## src/source/harness_config.svh

```systemverilog
// --------------------
// Build constants for the simulation harness
// Included by the package, every RTL file and the testbench
// --------------------

`ifndef HARNESS_CONFIG_SVH
`define HARNESS_CONFIG_SVH

// Bus widths
`define HARNESS_ADDR_W      16
`define HARNESS_DATA_W      32
`define HARNESS_BE_W        4
`define HARNESS_REGION_W    4
`define HARNESS_INDEX_W     10
`define HARNESS_BYTE_W      2

// Region codes in the top address field
`define HARNESS_REGION_ROM  4'h0
`define HARNESS_REGION_SYS  4'h2
`define HARNESS_REGION_GPIO 4'h4
`define HARNESS_REGION_SRAM 4'h8

// Memory depths in words
`define HARNESS_ROM_WORDS   16
`define HARNESS_SRAM_WORDS  256

// Word offsets inside the SYS region
`define HARNESS_OFS_MSIP     0
`define HARNESS_OFS_MTIMECMP 1
`define HARNESS_OFS_MTIME    2
`define HARNESS_OFS_TOHOST   3

// Cycles after power-on reset with debug requests held off
`define HARNESS_DEBUG_HOLDOFF 500

`endif
```

## src/source/harness_pkg.sv

```systemverilog
// --------------------
// Shared types of the harness and the boot image
// Import inside a module body where the address or tohost views are needed
// --------------------

`include "harness_config.svh"

package harness_pkg;

  // Bus address as a flat word or as region/index/byte fields
  typedef union packed {
    logic [`HARNESS_ADDR_W-1:0] word;
    struct packed {
      logic [`HARNESS_REGION_W-1:0] region;
      logic [`HARNESS_INDEX_W-1:0]  index;
      logic [`HARNESS_BYTE_W-1:0]   offset;
    } f;
  } bus_addr_u;

  // End-of-test word, exit code above the done flag
  typedef union packed {
    logic [`HARNESS_DATA_W-1:0] raw;
    struct packed {
      logic [`HARNESS_DATA_W-2:0] code;
      logic                       done;
    } f;
  } tohost_u;

  // Boot image
  // Loads the hart id, jumps through a pointer, then parks in wfi
  localparam logic [`HARNESS_DATA_W-1:0] BOOT_IMAGE [`HARNESS_ROM_WORDS] = '{
    32'h0000_0297, 32'h0102_8593, 32'hf140_2573, 32'h0182_a283,
    32'h0002_8067, 32'h0000_0013, 32'h0000_0013, 32'h0000_0013,
    32'h1050_0073, 32'hffdf_f06f, 32'h0000_0000, 32'h0000_0000,
    32'h8000_0000, 32'h0000_0000, 32'hdead_beef, 32'h0bad_c0de
  };

endpackage

```

## src/source/sys_regs.sv

```systemverilog
// --------------------
// System registers with core-local timer, software interrupt and tohost word
// mtime counts rising edges of the real-time clock input
// --------------------

`timescale 1ns/100ps
`include "harness_config.svh"

module sys_regs (
  input  logic                       clk_i,
  input  logic                       rst_ni,
  input  logic                       rtc_i,
  input  logic                       req_i,
  input  logic                       we_i,
  input  logic [`HARNESS_ADDR_W-1:0] addr_i,
  input  logic [`HARNESS_DATA_W-1:0] wdata_i,
  output logic                       ack_o,
  output logic [`HARNESS_DATA_W-1:0] rdata_o,
  output logic                       err_o,
  output logic                       timer_irq_o,
  output logic                       ipi_o,
  output logic [`HARNESS_DATA_W-2:0] exit_o,
  output logic                       exit_valid_o
);

  import harness_pkg::*;

  bus_addr_u                  addr;
  tohost_u                    wr_host;
  tohost_u                    tohost_q;
  logic [2:0]                 rtc_q;
  logic                       rtc_rise;
  logic                       msip_q;
  logic [`HARNESS_DATA_W-1:0] mtime_q;
  logic [`HARNESS_DATA_W-1:0] mtimecmp_q;
  logic [`HARNESS_DATA_W-1:0] rd_data;

  assign addr.word   = addr_i;
  assign wr_host.raw = wdata_i;
  assign ipi_o       = msip_q;
  assign exit_o      = tohost_q.f.code;

  // --------------------
  // Timer
  // --------------------
  // Two synchroniser flops, the third one finds the edge
  assign rtc_rise = rtc_q[1] & ~rtc_q[2];

  always_ff @(posedge clk_i or negedge rst_ni) begin
    if (!rst_ni) begin
      rtc_q       <= '0;
      mtime_q     <= '0;
      timer_irq_o <= 1'b0;
    end else begin
      rtc_q       <= {rtc_q[1:0], rtc_i};
      timer_irq_o <= (mtime_q >= mtimecmp_q);
      if (rtc_rise) begin
        mtime_q <= mtime_q + 1'b1;
      end
    end
  end

  // --------------------
  // Register access
  // --------------------
  always_comb begin
    rd_data = '0;
    case (addr.f.index)
      `HARNESS_OFS_MSIP:     rd_data[0] = msip_q;
      `HARNESS_OFS_MTIMECMP: rd_data    = mtimecmp_q;
      `HARNESS_OFS_MTIME:    rd_data    = mtime_q;
      `HARNESS_OFS_TOHOST:   rd_data    = tohost_q.raw;
      default:               rd_data    = '0;
    endcase
  end

  always_ff @(posedge clk_i or negedge rst_ni) begin
    if (!rst_ni) begin
      ack_o        <= 1'b0;
      err_o        <= 1'b0;
      msip_q       <= 1'b0;
      mtimecmp_q   <= '1;
      tohost_q     <= '0;
      exit_valid_o <= 1'b0;
    end else begin
      ack_o <= req_i;
      if (req_i && !ack_o) begin
        err_o <= 1'b0;
        case (addr.f.index)
          `HARNESS_OFS_MSIP: begin
            if (we_i) msip_q <= wdata_i[0];
          end
          `HARNESS_OFS_MTIMECMP: begin
            if (we_i) mtimecmp_q <= wdata_i;
          end
          // mtime is read-only from the bus
          `HARNESS_OFS_MTIME: ;
          `HARNESS_OFS_TOHOST: begin
            if (we_i && wr_host.f.done) begin
              tohost_q     <= wr_host;
              exit_valid_o <= 1'b1;
            end
          end
          default: err_o <= 1'b1;
        endcase
      end
    end
  end

  always_ff @(posedge clk_i) begin
    if (req_i && !ack_o) begin
      rdata_o <= we_i ? '0 : rd_data;
    end
  end

  // End of test is sticky until the next system reset
  a_exit_sticky : assert property (
    @(posedge clk_i) disable iff (!rst_ni)
    exit_valid_o |=> exit_valid_o
  );

endmodule

```

## config.mk

```make
export PLATFORM = sky130hd
export DESIGN_NAME = sys_regs
export DESIGN_NICKNAME = d
export VERILOG_FILES = /design/src/source/harness_pkg.sv /design/src/source/sys_regs.sv
export VERILOG_INCLUDE_DIRS = /design/src /design/src/source
export SDC_FILE = /design/constraint.sdc
export NUM_CORES = 1
export LEC_CHECK = 0
export CORE_MARGIN = 2
export CORE_UTILIZATION = 45
export DETAILED_ROUTE_END_ITERATION = 10
export DONT_BUFFER_PORTS = 1
export PLACE_DENSITY = 0.65
export REMOVE_ABC_BUFFERS = 1
export SLEW_MARGIN = 20
export SYNTH_ARGS = -nofsm -noshare
export SYNTH_HDL_FRONTEND = slang
export SYNTH_SLANG_ARGS = --single-unit
```

## constraint.sdc

```tcl
create_clock -name clk_i -period 7.3 [get_ports clk_i]
set_input_delay 0.365 -clock clk_i [delete_from_list [all_inputs] [get_ports clk_i]]
set_output_delay 0.365 -clock clk_i [all_outputs]
set_load 0.01 [all_outputs]
```

==> flow_metrics.env <==
export IMPL_grt_start_max_net_pins=105
export IMPL_slowest_stage="and4_2"
export IMPL_worst_slew_pin_slew_ns=0.967
export IMPL_ys_top_cells_by_area="dfrtp_1, edfxtp_1, dfstp_2, mux2_1, ha_1"
export IMPL_syn_area_per_cell_um2=12.5
export IMPL_min_delay_start="wdata_i[12]"
export IMPL_grt_setup_unrepaired="no"
export IMPL_status="finished, final reports clean"
export IMPL_post_route_drc_count=0
export IMPL_skew_ns=0.0107
export IMPL_ys_warn_count=0
export IMPL_grt_pass1_wl_um=23400
export IMPL_via_per_inst=5.82
export IMPL_grtUsageTotal=0.190
export IMPL_cts_tree="yes"
export IMPL_final_min_clock_period_ns=2.57
export IMPL_synthDistinctLibCells=44
export IMPL_diodes=0
export IMPL_total_power_mw=1.83
export IMPL_pwr_share_comb=0.055
export IMPL_grt_pass1_vias=4363
export IMPL_drive_above_1_share=0.148
export IMPL_core_area_um2=14500
export IMPL_synthSimpleGateAreaFrac=0.0971
export IMPL_hold_end="tohost_q[12]"
export IMPL_cts_htree_levels=4
export IMPL_routabilityCongestion=0.780
export IMPL_die_h_um=126
export IMPL_worstPathRequired_ns=7.59
export IMPL_fp_row_count=44
export IMPL_wl_per_cell_um=20.2
export IMPL_worstPathMaxFanout=37
export IMPL_synth_cell_area_um2=6680
export IMPL_max_stage_delay_ns=1.00
export IMPL_final_cell_mix="dfrtp_1, mux2_1, nor2_1"
export IMPL_setup_tns_ns=0
export IMPL_routed_via_count=4107
export IMPL_area_growth_pct=8.62
export IMPL_hpwl_um=9080
export IMPL_drt_initial_drc_count=288
export IMPL_worst_hold_path_num_cells=1
export IMPL_post_cts_buffers=0
export IMPL_grt_antenna_before_repair=0
export IMPL_first_pass_iters=6
export IMPL_p_int_mw=1.42
export IMPL_start_util=0.459
export IMPL_synth_largest_area_cell="dfrtp_1"
export IMPL_slew_headroom=0.356
export IMPL_peakVddDrop_mv=0.143
export IMPL_die_w_um=126
export IMPL_ant_nets=0
export IMPL_p_sw_mw=0.408
export IMPL_pin_count=121
export IMPL_setup_violations=0
export IMPL_io_buffers=0
export IMPL_yosys_area_top_type_share=0.270
export IMPL_switching_share=0.223
export IMPL_ys_ff_latch=136
export IMPL_path_clk_slew_ns=0.06
export IMPL_syn_inst=535
export IMPL_synth_seq_area_share=0.540
export IMPL_period_share=0.352
export IMPL_drv_cap=0
export IMPL_pwr_share_clk=0.486
export IMPL_timing_hold_violations_final=0
export IMPL_cts_buffers=17
export IMPL_synth_compound_area_frac=0.0725
export IMPL_cts_root_buf="clkbuf_16"
export IMPL_synth_adder_area_share=0.0618
export IMPL_wirelength_um=14300
export IMPL_timing_rr_start="ack_o"
export IMPL_critPathLaunchType="flip-flop"
export IMPL_end_kind="flip-flop"
export IMPL_rrSetupSlack_ns=4.73
export IMPL_final_common_cell="dfrtp_1"
export IMPL_cp_cell_sequence="nor2b_4 -> buf_4 -> and4_2 -> mux2_1"
export IMPL_fin_nets=595
export IMPL_power_density_nw_per_um2=253
export IMPL_gr_total_overflow=0
export IMPL_crit_type="reg2reg"
export IMPL_seqPwrFrac=0.459
export IMPL_cts_sinks=136
export IMPL_hold_path_class="in2reg"
export IMPL_synth_mux_area_frac=0.111
export IMPL_worstRegToRegCells=4
export IMPL_clk_insertion_delay_late_ns=0.41
export IMPL_leakage_nw=3.07
export IMPL_synthXorXnorAreaFrac=0.0407
export IMPL_fmax_ghz=0.389
export IMPL_final_max_slew_viol_count=0
export IMPL_cts_max_path_buffers=2
export IMPL_synth_top_family_by_area="multiplexers"
export IMPL_rr_endpoint="tohost_q[26]"
export IMPL_arrival_ns=2.86
export IMPL_dieArea_um2=15800
## state kept, by name, indices dropped and copies added (netlist names)
register      count
ack_o             1
err_o             1
exit_valid_o      1
ipi_o             1
mtime_q          32
mtimecmp_q       32
rdata_o          32
rtc_q             3
timer_irq_o       1
tohost_q         32
## cell families (layout without fill, tap and decap cells)
kind of cell | count (synthesis) | count (layout)
flip-flops | 136 | 136
AND/OR/NAND/NOR | 122 | 122
buffers and inverters | 90 | 77
multiplexers | 66 | 66
AO/OA/AOI/OAI | 57 | 57
adder cells (fa/ha/maj) | 33 | 33
XOR/XNOR | 31 | 31
## routing by layer
| metal | part of all wire | vias to the layer above | global-route usage |
|---|---|---|---|
| met2 | 0.50 | 124 | 0.323 |
| met3 | 0.064 | 14 | 0.0620 |
| li1 | - | 1869 | - |
| met1 | 0.42 | 2100 | 0.231 |
| met5 | 0 | - | 0 |
| met4 | 0.011 | 0 | 0.0621 |
## power groups by stage
stage	clock (mW)	combinational [mW]	sequential [mW]
after floorplan	0	0.0675	0.844
after global placement	0	0.0857	0.854
after detailed placement	0	0.0896	0.856
after CTS	0.912	0.105	0.843
after global routing	0.943	0.118	0.846
final	0.890	0.101	0.842
## Yosys cell counts (all sizes together)
master   instances
o21a             2
and3             3
clkbuf           9
nand3           14
nand3b           1
o211a            1
a31oi            1
nand4b           1
dfstp           32
a221o            1
or3              1
o21ai            3
a21oi           10
and2             2
nor2b            3
o2111ai          1
buf             45
a2111oi          2
nand2b           2
xnor2           19
nor3             6
xor2            12
nor2            46
nand2           15
ha              33
inv             36
mux2            66
and4            10
nor4             2
a221oi           1
dfrtp           72
a21o             3
nand4           12
or2              2
nor3b            2
edfxtp          32
a222oi          32
## layout make-up
class | instances | area, µm²
fill | 1324 | 7280
sequential | 136 | 3600
multi-input combinational | 309 | 2580
clock buffer | 20 | 437
tap | 184 | 230
clock inverter | 12 | 175
inverter | 36 | 135
timing repair buffer | 9 | 95.1
## critical path: cells and delay by family (launching register included)
family,cells,cell delay (ns)
buf+inv,1,0.47
flops,1,0.43
mux,1,0.40
simple gates,2,1.12
## worst max path at each step
stage / from / endpoint / slack [ns] / cells after the start
5_1_grt: ack_o / tohost_q[25] / 4.54 / 4
4_1_cts: ack_o / tohost_q[26] / 4.69 / 4
3_3_place_gp: addr_i[11] / mtimecmp_q[31] / 4.42 / 6
2_1_floorplan: ack_o / tohost_q[10] / 3.68 / 3
6_report: ack_o / tohost_q[26] / 4.73 / 4
3_5_place_dp: addr_i[7] / mtimecmp_q[27] / 4.37 / 6
## timing repair
action,in CTS,in global routing
resized for setup,0,0
hold endpoints to repair,106,0
hold buffers,4,0
## through the flow
stage	std cells	hold WS, ns	cell area [µm²]	utilization	worst slack, ns
6_report	706	0.0806	7250	0.499	4.73
5_1_grt	706	0.0591	7250	0.499	4.54
4_1_cts	706	0.0609	7250	0.499	4.69
3_5_place_dp	670	0.0717	6580	0.453	4.37
3_3_place_gp	670	0.0714	6580	0.453	4.42
2_1_floorplan	481	0.0694	6300	-	3.68
(Power assumes the default switching activity.)
