### src/source/harness_config.svh
// --------------------
// Build constants for the simulation harness
// Included by the package, every RTL file and the testbench
// --------------------

`ifndef HARNESS_CONFIG_SVH
`define HARNESS_CONFIG_SVH

// Bus widths
`define HARNESS_ADDR_W      16
`define HARNESS_DATA_W      32
`define HARNESS_BE_W        4
`define HARNESS_REGION_W    4
`define HARNESS_INDEX_W     10
`define HARNESS_BYTE_W      2

// Region codes in the top address field
`define HARNESS_REGION_ROM  4'h0
`define HARNESS_REGION_SYS  4'h2
`define HARNESS_REGION_GPIO 4'h4
`define HARNESS_REGION_SRAM 4'h8

// Memory depths in words
`define HARNESS_ROM_WORDS   16
`define HARNESS_SRAM_WORDS  256

// Word offsets inside the SYS region
`define HARNESS_OFS_MSIP     0
`define HARNESS_OFS_MTIMECMP 1
`define HARNESS_OFS_MTIME    2
`define HARNESS_OFS_TOHOST   3

// Cycles after power-on reset with debug requests held off
`define HARNESS_DEBUG_HOLDOFF 500

`endif
### src/source/harness_pkg.sv
// --------------------
// Shared types of the harness and the boot image
// Import inside a module body where the address or tohost views are needed
// --------------------

`include "harness_config.svh"

package harness_pkg;

  // Bus address as a flat word or as region/index/byte fields
  typedef union packed {
    logic [`HARNESS_ADDR_W-1:0] word;
    struct packed {
      logic [`HARNESS_REGION_W-1:0] region;
      logic [`HARNESS_INDEX_W-1:0]  index;
      logic [`HARNESS_BYTE_W-1:0]   offset;
    } f;
  } bus_addr_u;

  // End-of-test word, exit code above the done flag
  typedef union packed {
    logic [`HARNESS_DATA_W-1:0] raw;
    struct packed {
      logic [`HARNESS_DATA_W-2:0] code;
      logic                       done;
    } f;
  } tohost_u;

  // Boot image
  // Loads the hart id, jumps through a pointer, then parks in wfi
  localparam logic [`HARNESS_DATA_W-1:0] BOOT_IMAGE [`HARNESS_ROM_WORDS] = '{
    32'h0000_0297, 32'h0102_8593, 32'hf140_2573, 32'h0182_a283,
    32'h0002_8067, 32'h0000_0013, 32'h0000_0013, 32'h0000_0013,
    32'h1050_0073, 32'hffdf_f06f, 32'h0000_0000, 32'h0000_0000,
    32'h8000_0000, 32'h0000_0000, 32'hdead_beef, 32'h0bad_c0de
  };

endpackage

### src/source/bus_demux.sv
// --------------------
// Region decoder for the four-phase bus
// Routes each transfer to one target and answers GPIO or unmapped regions with an error
// --------------------

`timescale 1ns/100ps
`include "harness_config.svh"

module bus_demux (
  input  logic                       clk_i,
  input  logic                       rst_ni,
  input  logic                       req_i,
  input  logic                       we_i,
  input  logic [`HARNESS_ADDR_W-1:0] addr_i,
  input  logic [`HARNESS_DATA_W-1:0] wdata_i,
  input  logic [`HARNESS_BE_W-1:0]   be_i,
  output logic                       ack_o,
  output logic [`HARNESS_DATA_W-1:0] rdata_o,
  output logic                       err_o,
  output logic                       rom_req_o,
  input  logic                       rom_ack_i,
  input  logic [`HARNESS_DATA_W-1:0] rom_rdata_i,
  input  logic                       rom_err_i,
  output logic                       sram_req_o,
  input  logic                       sram_ack_i,
  input  logic [`HARNESS_DATA_W-1:0] sram_rdata_i,
  input  logic                       sram_err_i,
  output logic                       sys_req_o,
  input  logic                       sys_ack_i,
  input  logic [`HARNESS_DATA_W-1:0] sys_rdata_i,
  input  logic                       sys_err_i,
  output logic                       we_o,
  output logic [`HARNESS_ADDR_W-1:0] addr_o,
  output logic [`HARNESS_DATA_W-1:0] wdata_o,
  output logic [`HARNESS_BE_W-1:0]   be_o
);

  import harness_pkg::*;

  bus_addr_u addr;
  logic      rom_sel;
  logic      sram_sel;
  logic      sys_sel;
  logic      err_sel;
  logic      err_ack_q;

  assign addr.word = addr_i;

  // --------------------
  // Decode
  // --------------------
  always_comb begin
    rom_sel  = 1'b0;
    sram_sel = 1'b0;
    sys_sel  = 1'b0;
    err_sel  = 1'b0;
    case (addr.f.region)
      `HARNESS_REGION_ROM:  rom_sel  = 1'b1;
      `HARNESS_REGION_SYS:  sys_sel  = 1'b1;
      `HARNESS_REGION_SRAM: sram_sel = 1'b1;
      // GPIO has no device behind it
      `HARNESS_REGION_GPIO: err_sel  = 1'b1;
      default:              err_sel  = 1'b1;
    endcase
  end

  assign rom_req_o  = req_i & rom_sel;
  assign sram_req_o = req_i & sram_sel;
  assign sys_req_o  = req_i & sys_sel;

  // Shared request fields
  assign we_o    = we_i;
  assign addr_o  = addr_i;
  assign wdata_o = wdata_i;
  assign be_o    = be_i;

  // Error responder, same timing as a real target
  always_ff @(posedge clk_i or negedge rst_ni) begin
    if (!rst_ni) begin
      err_ack_q <= 1'b0;
    end else begin
      err_ack_q <= req_i & err_sel;
    end
  end

  // --------------------
  // Response return
  // --------------------
  // Only the addressed target can be acking, so the response is an OR
  assign ack_o   = rom_ack_i | sram_ack_i | sys_ack_i | err_ack_q;
  assign err_o   = (rom_ack_i & rom_err_i) | (sram_ack_i & sram_err_i) |
                   (sys_ack_i & sys_err_i) | err_ack_q;
  assign rdata_o = ({`HARNESS_DATA_W{rom_ack_i}}  & rom_rdata_i)  |
                   ({`HARNESS_DATA_W{sram_ack_i}} & sram_rdata_i) |
                   ({`HARNESS_DATA_W{sys_ack_i}}  & sys_rdata_i);

  // One request out and one responder answering at a time
  a_one_target : assert property (
    @(posedge clk_i) disable iff (!rst_ni)
    $onehot0({rom_req_o, sram_req_o, sys_req_o}) &&
    $onehot0({rom_ack_i, sram_ack_i, sys_ack_i, err_ack_q})
  );

endmodule

### config.mk
export PLATFORM = sky130hd
export DESIGN_NAME = bus_demux
export DESIGN_NICKNAME = d
export VERILOG_FILES = /design/src/source/harness_pkg.sv /design/src/source/bus_demux.sv
export VERILOG_INCLUDE_DIRS = /design/src /design/src/source
export SDC_FILE = /design/constraint.sdc
export NUM_CORES = 1
export LEC_CHECK = 0
export ABC_AREA = 1
export ABC_CLOCK_PERIOD_IN_PS = 980
export CAP_MARGIN = 20
export CORE_AREA = 3 3 95 97
export DETAILED_ROUTE_END_ITERATION = 8
export DIE_AREA = 0 0 98 100
export DONT_BUFFER_PORTS = 1
export GPL_TIMING_DRIVEN = 0
export SYNTH_ARGS = -nofsm -noshare
export SYNTH_HDL_FRONTEND = slang
export SYNTH_SLANG_ARGS = --single-unit
### constraint.sdc
create_clock -name clk_i -period 0.98 [get_ports clk_i]
set_clock_uncertainty 0.1 [all_clocks]
set_input_delay 0.196 -clock clk_i [delete_from_list [all_inputs] [get_ports clk_i]]
set_output_delay 0.196 -clock clk_i [all_outputs]
set_load 0.01 [all_outputs]
==> results.toml, run 1 <==
[outcome]
outcome = "finished clean"

[timing]
final-max-slew-violation-count = 0
worst_slew_pin_slew_ns = 0.202
holdWs_ns = 0.230
period_share = 0.973
final_critical_path_setup_slack_ns = 0.0267
hold_viol = 0
setup_repair_after_global_routing_missed_its_margin = "true"
final_period_minus_worst_setup_slack_ns = 0.953
setup_viol = 0
achievable_frequency_mhz = 1050
timing.max_slew.rel_slack = 0.865

[floorplanning]
io_pins = 248
placement_rows = 33
die-area_mm2 = 0.00980
die_w_um = 98
initial_core_util = 0.165
die-height_um = 100
core_mm2 = 0.00822

[cells_and_area]
n_antenna_cell = 0
areaGrowthSynthToFinish_pct = 22.0
largest_reg_flops = 1
multi_input_comb_area_um2 = 810
final-seq-area_um2 = 25.0
final_design_area_no_fill_mm2 = 0.00165
final_cells = 326
drive_gt1_frac = 0.534
mostFrequentLayoutCell = "sky130_fd_sc_hd__nand2_1"
nets = 381
mostFrequentLayoutCells = "89 x sky130_fd_sc_hd__nand2_1, 53 x sky130_fd_sc_hd__buf_4, 30 x sky130_fd_sc_hd__nand3_2, 15 x sky130_fd_sc_hd__nand2_2, 10 x sky130_fd_sc_hd__buf_8"
fill_cells = 944
layout_top_registers = "err_ack_q x1"
register_with_the_highest_flop_count = "err_ack_q"

[detailed_routing]
routedWlPerCell_um = 16.9
first_pass_iters = 3
vias_per_instance = 4.23
vias = 1379
detailedRoute.firstIterationViolations = 22
drt-total-wl_um = 5520
total_drc_errors_in_the_routed_layout = 0
ant_nets = 0

[setup_path]
critical_path.max_fanout = 10
worst_setup_path_startpoint = "sram_ack_i"
cpPeakStageDelay_ns = 0.16
critical-path-slowest-cell = "sky130_fd_sc_hd__clkbuf_16"
critical_path.endpoint_type = "primary output"
cp-start-kind = "input port"
worst-setup-path-type = "input port to primary output"
arrival_ns = 0.66
timing.critical_path.cells = "buf_12 -> clkbuf_16 -> nand2_1 -> nand3_2"
timing.critical_path.required_ns = 0.68

[global_routing]
grt_antenna_before_repair = 0
grt_first_pass_wirelength_um = 6600
all_layer_global_routing_usage = 0.0857
number_of_global_route_vias_before_repair = 1206
grt_remaining_overflow = 0
maximum_number_of_pins_on_one_net_before_global_route_repair = 11

[place]
preCtsSetupSlack_ns = -0.0268
dpl_cell_area_mm2 = 0.00148
io_buffers = 0
place.gp.congestion = 0.689
placed_cells = 322
hpwl_um = 4810

[power_and_ir_drop]
clock_share_of_power = 0
pwr_density_cell_mw_per_mm2 = 505
switching_power_uw = 426
power_leakage_uw = 0.000863
switching_part_of_the_total_power = 0.512
share_seq_of_total_power = 0.059
worst_ir_drop_vdd_uv = 264
total_power_uw = 833
combPwrFrac = 0.941
p_int_uw = 406

[hold_path]
holdCritPathClass = "input port to flip-flop"
holdPathStages = 2
worst_hold_startpoint = "req_i"
whs_endpoint = "err_ack_q$_DFF_PN0_"

[synthesis]
yosys.area.top_type_share = 0.294
synth-seq-cells = 1
synthDominantAreaCellType = "sky130_fd_sc_hd__buf_4"
synth_sequential_area_ratio = 0.0185
post_synth_instance_area_mm2 = 0.00135
synth_area_leaders = "sky130_fd_sc_hd__buf_4 29%, sky130_fd_sc_hd__nand2_1 26%, sky130_fd_sc_hd__nand3_2 21%, sky130_fd_sc_hd__buf_6 8.3%, sky130_fd_sc_hd__nand2_2 4.2%"
synthesis.area_per_instance_um2 = 6.23
net_count_after_synthesis = 375
synthesis.instances = 217
yosys_warnings = 0
yosysUniqueCellTypes = 14

[cts]
clk_transition_reported_paths_ns = 0
post-cts-setup-buffers = 0

[job]
maxCapViolations = 0
==> synth_stat cells <==
cell and count:
sky130_fd_sc_hd__buf_4 53, sky130_fd_sc_hd__inv_1 3, sky130_fd_sc_hd__nor2_2 1, sky130_fd_sc_hd__buf_8 1, sky130_fd_sc_hd__dfrtp_1 1, sky130_fd_sc_hd__nor2_1 8, sky130_fd_sc_hd__buf_6 10, sky130_fd_sc_hd__nand2_1 95
sky130_fd_sc_hd__nand3_1 5, sky130_fd_sc_hd__nand2_2 9, sky130_fd_sc_hd__a21oi_1 1, sky130_fd_sc_hd__buf_12 1, sky130_fd_sc_hd__nand3_2 28, sky130_fd_sc_hd__nor2_4 1
==> metal layers <==
metal	GRT usage	wire length (µm)	part of all wire	vias to the layer above
li1	-	-	-	629
met1	0.0774	1610	0.29	611
met2	0.201	3300	0.60	139
met3	0.0139	606	0.11	0
met4	0	0	0	0
met5	0	0	0	-
==> worst max-delay path by stage <==
| stage | end | slack [ns] | cells past startpoint |
|---|---|---|---|
| global placement | err_o | -0.01 | 2 |
| CTS | rdata_o[17] | -0.004 | 4 |
| floorplan | err_o | 0.06 | 2 |
| global route | err_o | -0.02 | 2 |
| detailed placement | err_o | -0.03 | 2 |
| finish | rdata_o[30] | 0.03 | 4 |
==> stage by stage <==
step / TNS [ns] / utilization
floorplan: 0 / -
global placement: -0.0310 / 0.181
detailed placement: -0.0704 / 0.181
CTS: -0.00383 / 0.184
global route: -0.0263 / 0.201
finish: 0 / 0.201
==> worst max-delay path: cells and delay by family <==
kind | cells | cell delay [ns]
buffers and inverters | 2 | 0.29
AND/OR/NAND/NOR | 2 | 0.17
==> layout make-up <==
type                       count  area share
buffer                        65       0.356
inverter                       3     0.00682
multi-input combinational    148       0.491
sequential                     1      0.0152
tap                          105      0.0796
timing repair buffer           4      0.0516
==> what timing repair did <==
| action | 4_1_cts | 5_1_grt |
|---|---|---|
| hold buffers | 1 | 0 |
| endpoints found under the setup margin | 6 | 30 |
| gates resized for setup | 4 | 19 |
| gates cloned | 0 | 3 |
| hold endpoints to repair | 1 | 0 |
| pin swaps | 1 | 11 |
==> cell families (layout without fill, tap and decap cells) <==
family | after synthesis | in the layout | share of synthesized area
buf+inv | 68 | 72 | 0.412
flops | 1 | 1 | 0.0185
compound gates | 1 | 1 | 0.00370
simple gates | 147 | 147 | 0.566
==> power by group through the flow <==
stage | Sequential [µW] | Clock [µW] | Combinational (µW)
after global placement | 48.8 | 0 | 719
after global routing | 49.9 | 0 | 850
after detailed placement | 48.7 | 0 | 728
after floorplan | 48.1 | 0 | 619
final | 49.0 | 0 | 784
after CTS | 49.2 | 0 | 739
Power figures use the tool's default switching activity.
==> run 2: changes to the inputs <==
ABC_CLOCK_PERIOD_IN_PS = 900   (was 980)
clock period = 0.9 ns   (was 0.98 ns; I/O delays follow)
==> results.toml, run 2 (same netlist as run 1, synthesis figures left out) <==
[global_routing]
grt_remaining_overflow = 0
grt_antenna_before_repair = 0
all_layer_global_routing_usage = 0.0901
number_of_global_route_vias_before_repair = 1308
grt_first_pass_wirelength_um = 7030
maximum_number_of_pins_on_one_net_before_global_route_repair = 11

[cells_and_area]
mostFrequentLayoutCell = "sky130_fd_sc_hd__buf_4"
n_antenna_cell = 0
multi_input_comb_area_mm2 = 0.00128
fill_cells = 855
final_cells = 333
layout_top_registers = "err_ack_q x1"
register_with_the_highest_flop_count = "err_ack_q"
final-seq-area_um2 = 25.0
areaGrowthSynthToFinish_pct = 72.4
nets = 388
final_cell_utilization_of_the_core = 0.284
final_design_area_no_fill_mm2 = 0.00233
largest_reg_flops = 1
drive_gt1_frac = 0.842
mostFrequentLayoutCells = "53 x sky130_fd_sc_hd__buf_4, 47 x sky130_fd_sc_hd__nand2_2, 31 x sky130_fd_sc_hd__nand2_4, 26 x sky130_fd_sc_hd__nand2_1, 18 x sky130_fd_sc_hd__nand3_4"

[place]
hpwl_um = 4570
io_buffers = 0
dpl_cell_area_mm2 = 0.00149
placed_cells = 322
preCtsSetupSlack_ns = -0.0555
place.gp.congestion = 0.782

[setup_path]
critical_path.endpoint_type = "primary output"
timing.critical_path.required_ns = 0.62
arrival_ns = 0.64
cp-start-kind = "input port"
worst-setup-path-type = "input port to primary output"
critical_path.max_fanout = 6

[detailed_routing]
first_pass_iters = 3
vias_per_instance = 4.32
drt-total-wl_um = 6370
vias = 1439
ant_nets = 0
detailedRoute.firstIterationViolations = 7
routedWlPerCell_um = 19.1
total_drc_errors_in_the_routed_layout = 0

[power_and_ir_drop]
worst_ir_drop_vdd_uv = 320
pwr_density_cell_mw_per_mm2 = 522
power_leakage_uw = 0.00115

[timing]
setup_viol = 17
timing.max_slew.rel_slack = 0.876
period_share = 1.02
final_critical_path_setup_slack_ns = -0.0189
setup_repair_after_global_routing_missed_its_margin = "true"
achievable_frequency_mhz = 1090
final-max-slew-violation-count = 0
holdWs_ns = 0.225
final_period_minus_worst_setup_slack_ns = 0.919
hold_viol = 0
worst_slew_pin_slew_ns = 0.186

[outcome]
failing_checks = "negative setup slack"
outcome = "complete, but fails checks"

[floorplanning]
initial_core_util = 0.165
core_mm2 = 0.00822
die-area_mm2 = 0.00980
die_w_um = 98
placement_rows = 33
die-height_um = 100
io_pins = 248

[cts]
post-cts-setup-buffers = 0
clk_transition_reported_paths_ns = 0

[hold_path]
holdCritPathClass = "input port to flip-flop"

[job]
maxCapViolations = 0
## run 2: power breakdown
| group | total [µW] | internal (µW) | switching [µW] |
|---|---|---|---|
| registers | 53.6 | 49.2 | 4.35 |
| logic | 1160 | 584 | 580 |
| clock network | 0 | 0 | 0 |
## run 2: path summary, 6_finish.rpt
check | startpoint | to | slack, ns | cells after the start
max | sys_ack_i | rdata_o[4] | -0.02 | 4
min | req_i | err_ack_q$_DFF_PN0_ | 0.22 | 2
max in group asynchronous | rst_ni | err_ack_q$_DFF_PN0_ | 0.28 | 1
min in group asynchronous | rst_ni | err_ack_q$_DFF_PN0_ | 0.31 | 1
## run 2: area by class of cell
| class | instances | area share |
|---|---|---|
| Inverter | 3 | 0.00483 |
| Multi-Input combinational cell | 148 | 0.548 |
| Buffer | 65 | 0.273 |
| Timing Repair Buffer | 11 | 0.108 |
| Tap cell | 105 | 0.0563 |
| Sequential cell | 1 | 0.0107 |
## run 2: per-layer routing
metal / part of all wire / global-route usage / routed length, µm / up-vias
li1: - / - / - / 649
met1: 0.31 / 0.0950 / 1970 / 653
met2: 0.59 / 0.194 / 3780 / 137
met3: 0.097 / 0.0146 / 617 / 0
met4: 0 / 0 / 0 / 0
met5: 0 / 0 / 0 / -
## run 2: critical path: stages
cell and delay [ns]:
sky130_fd_sc_hd__buf_16 0.13, sky130_fd_sc_hd__clkbuf_16 0.17, sky130_fd_sc_hd__nand2_4 0.06, sky130_fd_sc_hd__nand3_4 0.09
## run 2: timing repair
item                                   in CTS  in global routing
setup endpoints to repair                  33                 36
hold buffers                                1                  0
cloned                                      4                  7
endpoints found under the hold margin       1                  0
pin swaps                                  14                 27
gates resized for setup                    34                118
## run 2: per-stage QoR
| step | setup TNS [ns] | power, µW |
|---|---|---|
| after global routing | -0.667 | 1300 |
| after floorplan | 0 | 728 |
| after CTS | -0.402 | 952 |
| after detailed placement | -0.902 | 842 |
| final | -0.120 | 1220 |
| after global placement | -0.586 | 831 |
