### config.mk
export PLATFORM = sky130hd
export DESIGN_NAME = reset_debug_ctrl
export DESIGN_NICKNAME = d
export VERILOG_FILES = /design/src/source/reset_debug_ctrl.sv
export VERILOG_INCLUDE_DIRS = /design/src /design/src/source
export SDC_FILE = /design/constraint.sdc
export NUM_CORES = 1
export LEC_CHECK = 0
export BUFFER_PORTS_ARGS = -buffer_cell sky130_fd_sc_hd__buf_2
export CORE_AREA = 2 2 44 46
export CTS_BUF_LIST = sky130_fd_sc_hd__clkbuf_4
export DETAILED_ROUTE_END_ITERATION = 8
export DIE_AREA = 0 0 46 48
export PLACE_DENSITY = 0.48
export SLEW_MARGIN = 20
export SYNTH_ARGS = -nofsm -noshare
export SYNTH_HDL_FRONTEND = slang
export SYNTH_SLANG_ARGS = --single-unit
### constraint.sdc
create_clock -name clk_i -period 1.8 [get_ports clk_i]
set_input_delay 0.18 -clock clk_i [delete_from_list [all_inputs] [get_ports clk_i]]
set_output_delay 0.18 -clock clk_i [all_outputs]
set_load 0.03 [all_outputs]
### src/source/harness_config.svh
// --------------------
// Build constants for the simulation harness
// Included by the package, every RTL file and the testbench
// --------------------

`ifndef HARNESS_CONFIG_SVH
`define HARNESS_CONFIG_SVH

// Bus widths
`define HARNESS_ADDR_W      16
`define HARNESS_DATA_W      32
`define HARNESS_BE_W        4
`define HARNESS_REGION_W    4
`define HARNESS_INDEX_W     10
`define HARNESS_BYTE_W      2

// Region codes in the top address field
`define HARNESS_REGION_ROM  4'h0
`define HARNESS_REGION_SYS  4'h2
`define HARNESS_REGION_GPIO 4'h4
`define HARNESS_REGION_SRAM 4'h8

// Memory depths in words
`define HARNESS_ROM_WORDS   16
`define HARNESS_SRAM_WORDS  256

// Word offsets inside the SYS region
`define HARNESS_OFS_MSIP     0
`define HARNESS_OFS_MTIMECMP 1
`define HARNESS_OFS_MTIME    2
`define HARNESS_OFS_TOHOST   3

// Cycles after power-on reset with debug requests held off
`define HARNESS_DEBUG_HOLDOFF 500

`endif
### src/source/reset_debug_ctrl.sv
// --------------------
// System reset generation and debug request gating
// Debug stays blocked for a fixed hold-off after power-on reset
// --------------------

`timescale 1ns/100ps
`include "harness_config.svh"

module reset_debug_ctrl (
  input  logic clk_i,
  input  logic rst_ni,
  input  logic ndmreset_i,
  input  logic debug_req_i,
  input  logic debug_en_i,
  output logic sys_rst_no,
  output logic debug_req_o
);

  localparam int unsigned cnt_w = $clog2(`HARNESS_DEBUG_HOLDOFF + 1);

  logic             rst_comb_n;
  logic [1:0]       rst_sync_q;
  logic [cnt_w-1:0] hold_cnt_q;

  // Asserts at once, releases on the second edge
  assign rst_comb_n = rst_ni & ~ndmreset_i;

  always_ff @(posedge clk_i or negedge rst_comb_n) begin
    if (!rst_comb_n) begin
      rst_sync_q <= '0;
    end else begin
      rst_sync_q <= {rst_sync_q[0], 1'b1};
    end
  end

  assign sys_rst_no = rst_sync_q[1];

  // Hold-off counter, cleared by power-on reset only
  always_ff @(posedge clk_i or negedge rst_ni) begin
    if (!rst_ni) begin
      hold_cnt_q <= cnt_w'(`HARNESS_DEBUG_HOLDOFF);
    end else if (hold_cnt_q != '0) begin
      hold_cnt_q <= hold_cnt_q - 1'b1;
    end
  end

  assign debug_req_o = (hold_cnt_q == '0) & debug_en_i & debug_req_i;

  // Once open, the debug gate stays open until the next power-on reset
  a_holdoff_done_sticky : assert property (
    @(posedge clk_i) disable iff (!rst_ni)
    (hold_cnt_q == '0) |=> (hold_cnt_q == '0)
  );

endmodule

==> results of run 1 <==
-- path summary, 6_finish.rpt --
kind / start / end / slack (ps) / cells past startpoint
max in group asynchronous: rst_ni / rst_sync_q[0] / 1110 / 3
worst min-delay path: rst_ni / hold_cnt_q[1] / 280 / 2
worst min register to register: rst_sync_q[0] / rst_sync_q[1] / 350 / 0
min in group clk_i: rst_sync_q[0] / rst_sync_q[1] / 350 / 0
worst max register to register: hold_cnt_q[4] / hold_cnt_q[2] / 250 / 4
worst max-delay path: hold_cnt_q[4] / debug_req_o / -80 / 4
-- cell families (layout without fill, tap and decap cells) --
family                   Yosys count  count (layout)
flip-flops                        11              11
adder cells (fa/ha/maj)            1               1
other                              1               1
multiplexers                       2               2
buffers and inverters              2              17
AO/OA/AOI/OAI                     10              10
AND/OR/NAND/NOR                   15              15
XOR/XNOR                           1               1
-- cell usage after synthesis, drive strengths merged, types with 2 or more instances --
library cell  instances
o31ai                 2
dfstp                 6
or3                   2
dfrtp                 5
o21ai                 6
nand2b                2
nor2                  2
nor3                  2
inv                   2
or2                   2
-- what timing repair did --
item | in CTS | in global routing
hold buffers | 2 | 0
hold endpoints to repair | 11 | 0
pin swaps | 2 | 0
setup endpoints to repair | 1 | 1
setup buffers | 1 | 0
gates resized for setup | 3 | 1
cloned | 0 | 0
-- state kept, by name, summed over array words and instances (netlist names) --
name	flops
hold_cnt_q	9
rst_sync_q	2
-- stage by stage --
step                TNS (ps)  hold slack, ps    util  area, um2
finish                -80.20           280.2  0.3778      638.1
global route          -152.2           319.6  0.3778      638.1
CTS                   -99.62           280.9  0.3763      635.6
detailed placement         0           50.97  0.3378      570.5
global placement           0           53.69  0.3378      570.5
floorplan                  0          -115.6       -      504.2
-- worst max-delay path: stages, from the launching register on --
cell and delay (ps):
dfstp_2 380, or4_4 550, nor4_4 160, and3_4 210, buf_6 120
-- layout make-up --
class / instances / area (um2) / area share
multi-input combinational: 30 / 220.2 / 0.3451
clock inverter: 1 / 5.005 / 0.007843
timing repair buffer: 11 / 78.83 / 0.1235
inverter: 2 / 7.507 / 0.01176
sequential: 11 / 282.8 / 0.4431
tap: 17 / 21.27 / 0.03333
clock buffer: 3 / 22.52 / 0.03529
-- per-layer routing --
metal | vias to the layer above | share of wire | global-route usage | wire [um]
li1 | 181 | - | - | -
met1 | 173 | 0.47 | 0.1098 | 395
met2 | 7 | 0.45 | 0.1556 | 376
met3 | 5 | 0.027 | 0.02264 | 23
met4 | 0 | 0.054 | 0.1029 | 45
met5 | - | 0 | 0 | 0
-- power by group through the flow --
| stage | Clock [mW] | Sequential (mW) | Combinational, mW |
|---|---|---|---|
| floorplan | 0 | 0.257 | 0.00502 |
| global placement | 0 | 0.255 | 0.0179 |
| detailed placement | 0 | 0.255 | 0.0180 |
| CTS | 0.179 | 0.250 | 0.0238 |
| global route | 0.187 | 0.250 | 0.0259 |
| finish | 0.172 | 0.250 | 0.0233 |
==> metrics.txt, run 1 <==
# TYPE chip_impl_metric gauge
chip_impl_info{name="tritoncts",value="yes"} 1
chip_impl_metric{name="fillers",unit=""} 174
chip_impl_metric{name="globalRouteTotalUtil",unit=""} 0.1002
chip_impl_metric{name="max-clock-path-buffers",unit=""} 2
chip_impl_metric{name="dp_hpwl",unit="um"} 610
chip_impl_metric{name="globalRoute.totalOverflow",unit=""} 0
chip_impl_metric{name="power",unit="mW"} 0.4462
chip_impl_metric{name="cap_viol_max_count",unit=""} 0
chip_impl_metric{name="first_global_vias",unit=""} 368
chip_impl_metric{name="power.sequential.fraction",unit=""} 0.561
chip_impl_metric{name="synthesis_warnings",unit=""} 0
chip_impl_info{name="layout_common_cells",value="o21ai_0 (6), dfstp_2 (6), dfrtp_1 (5), buf_2 (5)"} 1
chip_impl_info{name="failed_checks",value="negative setup slack"} 1
chip_impl_metric{name="core-area",unit="um2"} 1689
chip_impl_metric{name="fp.dieH",unit="um"} 48
chip_impl_metric{name="largest_net_degree_at_the_start_of_global_routing",unit=""} 11
chip_impl_info{name="outcome",value="finished, violations left"} 1
chip_impl_metric{name="muxShareOfSynthArea",unit=""} 0.04229
chip_impl_metric{name="synth_area",unit="um2"} 503.0
chip_impl_metric{name="post-place-ws",unit="ps"} 61.93
chip_impl_metric{name="synth-edff-count",unit=""} 0
chip_impl_metric{name="drt-total-wl",unit="um"} 841
chip_impl_info{name="synth_top_family_by_area",value="simple AND/OR/NAND/NOR gates"} 1
chip_impl_info{name="timing.setup.critical_path_class",value="flop to output port"} 1
chip_impl_info{name="rsz0062_at_grt",value="true"} 1
chip_impl_metric{name="power_per_cell_area",unit="nW/um2"} 699.2
chip_impl_metric{name="drt_first_pass_iters",unit=""} 3
chip_impl_metric{name="die_w",unit="um"} 46
chip_impl_metric{name="fmaxAchievable",unit="MHz"} 531.9
chip_impl_metric{name="numPlacedInstances",unit=""} 68
chip_impl_metric{name="simple_gate_share_of_the_synthesized_area",unit=""} 0.2065
chip_impl_metric{name="finalCriticalPeriod",unit="ps"} 1880
chip_impl_metric{name="timing.final.ws_setup",unit="ps"} -80.20
chip_impl_metric{name="post_syn_nets",unit=""} 49
chip_impl_metric{name="wire_length_of_the_first_global_routing_pass",unit="um"} 1455
chip_impl_info{name="worst_setup_path_end_kind",value="output port"} 1
chip_impl_metric{name="detail_route.drc_violations",unit=""} 0
chip_impl_metric{name="power.internal",unit="mW"} 0.3434
chip_impl_metric{name="nets",unit=""} 65
chip_impl_metric{name="pwr-share-comb",unit=""} 0.052
chip_impl_metric{name="drive_above_1_share",unit=""} 0.4655
chip_impl_metric{name="yosys.area_share.xor_xnor",unit=""} 0.01741
chip_impl_metric{name="drt_iter0_drc",unit=""} 5
chip_impl_metric{name="leakage",unit="nW"} 0.3021
chip_impl_metric{name="maxSlewViolCount",unit=""} 0
chip_impl_metric{name="synthToLayoutAreaGrowth",unit="%"} 26.87
chip_impl_metric{name="synthesis.instances",unit=""} 43
chip_impl_metric{name="gp_congestion",unit=""} 0.6753
chip_impl_metric{name="final_hold_viol_count",unit=""} 0
chip_impl_metric{name="synth.ff_latch_count",unit=""} 11
chip_impl_metric{name="worst-endpoint-arrival",unit="ps"} 1700
chip_impl_info{name="synthTopCellsByArea",value="dfstp_2 (31%), dfrtp_1 (25%), o21ai_0 (6.0%)"} 1
chip_impl_metric{name="grt_antenna_before_repair",unit=""} 0
chip_impl_metric{name="floorplan.rows",unit=""} 15
chip_impl_metric{name="final_min_period_over_clock_period",unit=""} 1.045
chip_impl_metric{name="clock_latency",unit="ps"} 280
chip_impl_metric{name="finalClockSkew",unit="ps"} 9.941
chip_impl_metric{name="seq_area_frac_synth",unit=""} 0.5622
chip_impl_metric{name="start_util",unit=""} 0.2978
chip_impl_metric{name="synth_cell_type_count",unit=""} 22
chip_impl_metric{name="tritoncts.num_buffers",unit=""} 3
chip_impl_metric{name="cts-htree-levels",unit=""} 1
chip_impl_metric{name="pwr-share-clk",unit=""} 0.387
chip_impl_metric{name="synthArstFlopShare",unit=""} 1.000
chip_impl_metric{name="netSwitchingPower",unit="mW"} 0.1028
chip_impl_metric{name="routedWlPerCell",unit="um"} 11.21
chip_impl_metric{name="ir_worst_vdd",unit="uV"} 365.1
chip_impl_metric{name="drt-vias-per-instance",unit=""} 4.880
chip_impl_metric{name="port-buffer-count",unit=""} 6
chip_impl_metric{name="design.portCount",unit=""} 7
chip_impl_metric{name="synthAdderAreaFrac",unit=""} 0.02488
chip_impl_metric{name="final_setup_violating_endpoints",unit=""} 1
chip_impl_metric{name="p_sw_frac",unit=""} 0.2304
chip_impl_info{name="cts.root.buffer_cell",value="clkbuf_4"} 1
chip_impl_metric{name="critPathMaxFanout",unit=""} 3
chip_impl_info{name="worstSetupStartpointType",value="flop"} 1
chip_impl_metric{name="critical_path_required",unit="ps"} 1620
chip_impl_info{name="netlist.top_cell.by_area",value="dfstp_2"} 1
chip_impl_metric{name="complex_gate_fraction_of_the_synthesized_area",unit=""} 0.1244
chip_impl_metric{name="antenna_cells_inserted",unit=""} 0
chip_impl_metric{name="final_non_filler_cells",unit=""} 75
chip_impl_metric{name="design.die.area",unit="um2"} 2208
chip_impl_metric{name="clkTransAtPathRegs",unit="ps"} 80
chip_impl_info{name="min_path_type",value="input port to asynchronous set/reset pin"} 1
chip_impl_metric{name="via_count",unit=""} 366
chip_impl_metric{name="synth_top_area_frac",unit=""} 0.3134
chip_impl_info{name="ys.flop_type",value="dfstp_2"} 1
chip_impl_metric{name="clk_sinks",unit=""} 11
chip_impl_metric{name="avgSynthCellArea",unit="um2"} 11.70
chip_impl_metric{name="drt.antenna.violating_nets",unit=""} 0
(Power assumes the default switching activity.)
==> inputs of run 2 (changes only) <==
Settings changed: CAP_MARGIN from default to 15.
Clock period 1.8 ns to 2.1 ns, I/O delays scaled along.
==> run 2 against run 1 <==
Utilization decreased by 0.30 points; highest routed layer unchanged; wire length increased by 5.4%; combinational power decreased by 18%; clock skew decreased by 4.8 ps; first-iteration DRC count decreased by 100%; non-clock buffer count unchanged; global-route usage decreased by 0.38 points; largest power group unchanged; hold slack improved by 44 ps; the flow now finishes without violations; power decreased by 12%.
==> metrics.txt, run 2 (synthesized netlist as in run 1, its figures left out) <==
# TYPE chip_impl_metric gauge
chip_impl_info{name="outcome",value="completed"} 1
chip_impl_metric{name="maxSlewViolCount",unit=""} 0
chip_impl_metric{name="timing.final.ws_setup",unit="ps"} 43.56
chip_impl_metric{name="largest_net_degree_at_the_start_of_global_routing",unit=""} 11
chip_impl_metric{name="drt-total-wl",unit="um"} 886
chip_impl_metric{name="max-clock-path-buffers",unit=""} 2
chip_impl_metric{name="p_sw_frac",unit=""} 0.2128
chip_impl_info{name="reg.largest.list",value="hold_cnt_q x9, rst_sync_q x2"} 1
chip_impl_metric{name="fp.dieH",unit="um"} 48
chip_impl_info{name="worst_r2r_endpoint",value="hold_cnt_q[1]"} 1
chip_impl_metric{name="die_w",unit="um"} 46
chip_impl_metric{name="gp_congestion",unit=""} 0.6911
chip_impl_info{name="worst_setup_path_end_kind",value="output port"} 1
chip_impl_metric{name="fillers",unit=""} 174
chip_impl_metric{name="drt-vias-per-instance",unit=""} 4.853
chip_impl_metric{name="dp_hpwl",unit="um"} 608.1
chip_impl_metric{name="reg2reg_slack",unit="ps"} 340
chip_impl_metric{name="met2_usage",unit=""} 0.1472
chip_impl_metric{name="via_count",unit=""} 364
chip_impl_metric{name="pwr-share-clk",unit=""} 0.405
chip_impl_metric{name="power_per_cell_area",unit="nW/um2"} 620.6
chip_impl_metric{name="clk_sinks",unit=""} 11
chip_impl_metric{name="cp_slowest_stage_delay",unit="ps"} 570
chip_impl_metric{name="routedWlPerCell",unit="um"} 11.81
chip_impl_metric{name="drt.antenna.violating_nets",unit=""} 0
chip_impl_info{name="busiest_layer",value="met2"} 1
chip_impl_metric{name="drive_above_1_share",unit=""} 0.4310
chip_impl_metric{name="floorplan.rows",unit=""} 15
chip_impl_metric{name="globalRoute.totalOverflow",unit=""} 0
chip_impl_info{name="tritoncts",value="yes"} 1
chip_impl_metric{name="core-area",unit="um2"} 1689
chip_impl_metric{name="power.internal",unit="mW"} 0.3093
chip_impl_metric{name="critical_path_required",unit="ps"} 1890
chip_impl_metric{name="final_non_filler_cells",unit=""} 75
chip_impl_metric{name="cts-htree-levels",unit=""} 1
chip_impl_metric{name="finalClockSkew",unit="ps"} 5.132
chip_impl_metric{name="globalRouteTotalUtil",unit=""} 0.09647
chip_impl_metric{name="numPlacedInstances",unit=""} 67
chip_impl_info{name="min_path_type",value="input port to asynchronous set/reset pin"} 1
chip_impl_metric{name="tritoncts.num_buffers",unit=""} 3
chip_impl_metric{name="final_setup_violating_endpoints",unit=""} 0
chip_impl_metric{name="wire_length_of_the_first_global_routing_pass",unit="um"} 1386
chip_impl_metric{name="grt_antenna_before_repair",unit=""} 0
chip_impl_info{name="cts.root.buffer_cell",value="clkbuf_4"} 1
chip_impl_metric{name="detail_route.drc_violations",unit=""} 0
chip_impl_metric{name="final_hold_viol_count",unit=""} 0
chip_impl_metric{name="nets",unit=""} 65
chip_impl_metric{name="post-place-ws",unit="ps"} 313.4
chip_impl_metric{name="start_util",unit=""} 0.2978
chip_impl_info{name="cp-endpoint",value="debug_req_o"} 1
chip_impl_metric{name="drt_iter0_drc",unit=""} 0
chip_impl_metric{name="grtUsageMet1",unit=""} 0.1057
chip_impl_metric{name="clkTransAtPathRegs",unit="ps"} 70
chip_impl_metric{name="leakage",unit="nW"} 0.3029
chip_impl_info{name="largest_register",value="hold_cnt_q"} 1
chip_impl_metric{name="power.sequential.fraction",unit=""} 0.546
chip_impl_info{name="worstSetupStartpoint",value="hold_cnt_q[4]"} 1
chip_impl_info{name="crit_path_top_delay_cell",value="or4_4"} 1
chip_impl_metric{name="worst-endpoint-arrival",unit="ps"} 1850
chip_impl_metric{name="port-buffer-count",unit=""} 6
chip_impl_metric{name="antenna_cells_inserted",unit=""} 0
chip_impl_metric{name="final_min_period_over_clock_period",unit=""} 0.9793
chip_impl_metric{name="netSwitchingPower",unit="mW"} 0.08362
chip_impl_metric{name="fin_worst_hold_slack",unit="ps"} 324.6
chip_impl_metric{name="largest_register_ffs",unit=""} 9
chip_impl_metric{name="finalCriticalPeriod",unit="ps"} 2056
chip_impl_info{name="layout_common_cells",value="o21ai_0 (6), dfstp_2 (6), dfrtp_1 (5), buf_2 (5), clkbuf_4 (4)"} 1
chip_impl_metric{name="design.portCount",unit=""} 7
chip_impl_metric{name="r2r_cells",unit=""} 5
chip_impl_metric{name="cap_viol_max_count",unit=""} 0
chip_impl_metric{name="first_global_vias",unit=""} 326
chip_impl_info{name="timing.setup.critical_path_class",value="flop to output port"} 1
chip_impl_info{name="reg2reg_from",value="hold_cnt_q[4]"} 1
chip_impl_info{name="rsz0062_at_grt",value="true"} 1
chip_impl_metric{name="fmaxAchievable",unit="MHz"} 486.3
chip_impl_metric{name="pwr-share-comb",unit=""} 0.049
chip_impl_metric{name="synthToLayoutAreaGrowth",unit="%"} 25.87
chip_impl_metric{name="power",unit="mW"} 0.3929
chip_impl_metric{name="clock_latency",unit="ps"} 270
chip_impl_metric{name="design.die.area",unit="um2"} 2208
chip_impl_metric{name="ir_worst_vdd",unit="uV"} 324.8
chip_impl_info{name="crit_chain",value="or4_4, nor4_4, and3_1, buf_6"} 1
chip_impl_info{name="worstSetupStartpointType",value="flop"} 1
chip_impl_metric{name="drt_first_pass_iters",unit=""} 1
chip_impl_metric{name="grt.met3_usage",unit=""} 0.05660
chip_impl_metric{name="critPathMaxFanout",unit=""} 5
run 2: cell types whose count changed in the layout (fill, tap and decap cells not counted), sizes merged:
cell    delta
clkbuf     +1
clkinv     -1
run 2: layout make-up:
class | instances | area, um2 | area share
Multi-Input combinational cell | 30 | 212.7 | 0.3360
Inverter | 2 | 7.507 | 0.01186
Clock buffer | 4 | 30.03 | 0.04743
Sequential cell | 11 | 282.8 | 0.4466
Tap cell | 17 | 21.27 | 0.03360
Timing Repair Buffer | 11 | 78.83 | 0.1245
run 2: worst min path at each step:
stage / slack, ps / depth (start not counted) / endpoint
finish: 320 / 2 / hold_cnt_q[0]
global route: 340 / 2 / hold_cnt_q[0]
CTS: 320 / 2 / hold_cnt_q[0]
detailed placement: 80 / 1 / hold_cnt_q[3]
global placement: 80 / 1 / hold_cnt_q[3]
floorplan: -90 / 0 / hold_cnt_q[0]
run 2: power groups by stage:
stage                     combinational (mW)  clock [mW]  sequential [mW]
after CTS                             0.0180       0.164            0.215
after global routing                  0.0214       0.173            0.215
final                                 0.0191       0.159            0.215
after detailed placement              0.0151           0            0.218
after floorplan                      0.00406           0            0.220
after global placement                0.0151           0            0.218
run 2: through the flow:
| stage | area [um2] | util | TNS, ps |
|---|---|---|---|
| detailed placement | 561.8 | 0.3326 | 0 |
| finish | 633.1 | 0.3748 | 0 |
| CTS | 611.8 | 0.3622 | 0 |
| global route | 633.1 | 0.3748 | -28.52 |
| global placement | 561.8 | 0.3326 | 0 |
| floorplan | 503.0 | - | 0 |
run 2: timing repair:
| action | 4_1_cts | 5_1_grt |
|---|---|---|
| hold endpoints to repair | 5 | 0 |
| endpoints found under the setup margin | 0 | 1 |
| hold buffers | 2 | 0 |
| gates resized for setup | 0 | 3 |
| buffers inserted | 0 | 2 |
run 2: critical path, delay by kind of cell, from the launching register on:
| kind | cells | cell delay (ps) |
|---|---|---|
| simple gates | 3 | 1070 |
| flops | 1 | 370 |
| buf+inv | 1 | 130 |
run 2: routing by layer:
layer | wire length, um | part of all wire
met4 | 17 | 0.019
met3 | 44 | 0.050
met1 | 447 | 0.50
met2 | 377 | 0.43
met5 | 0 | 0
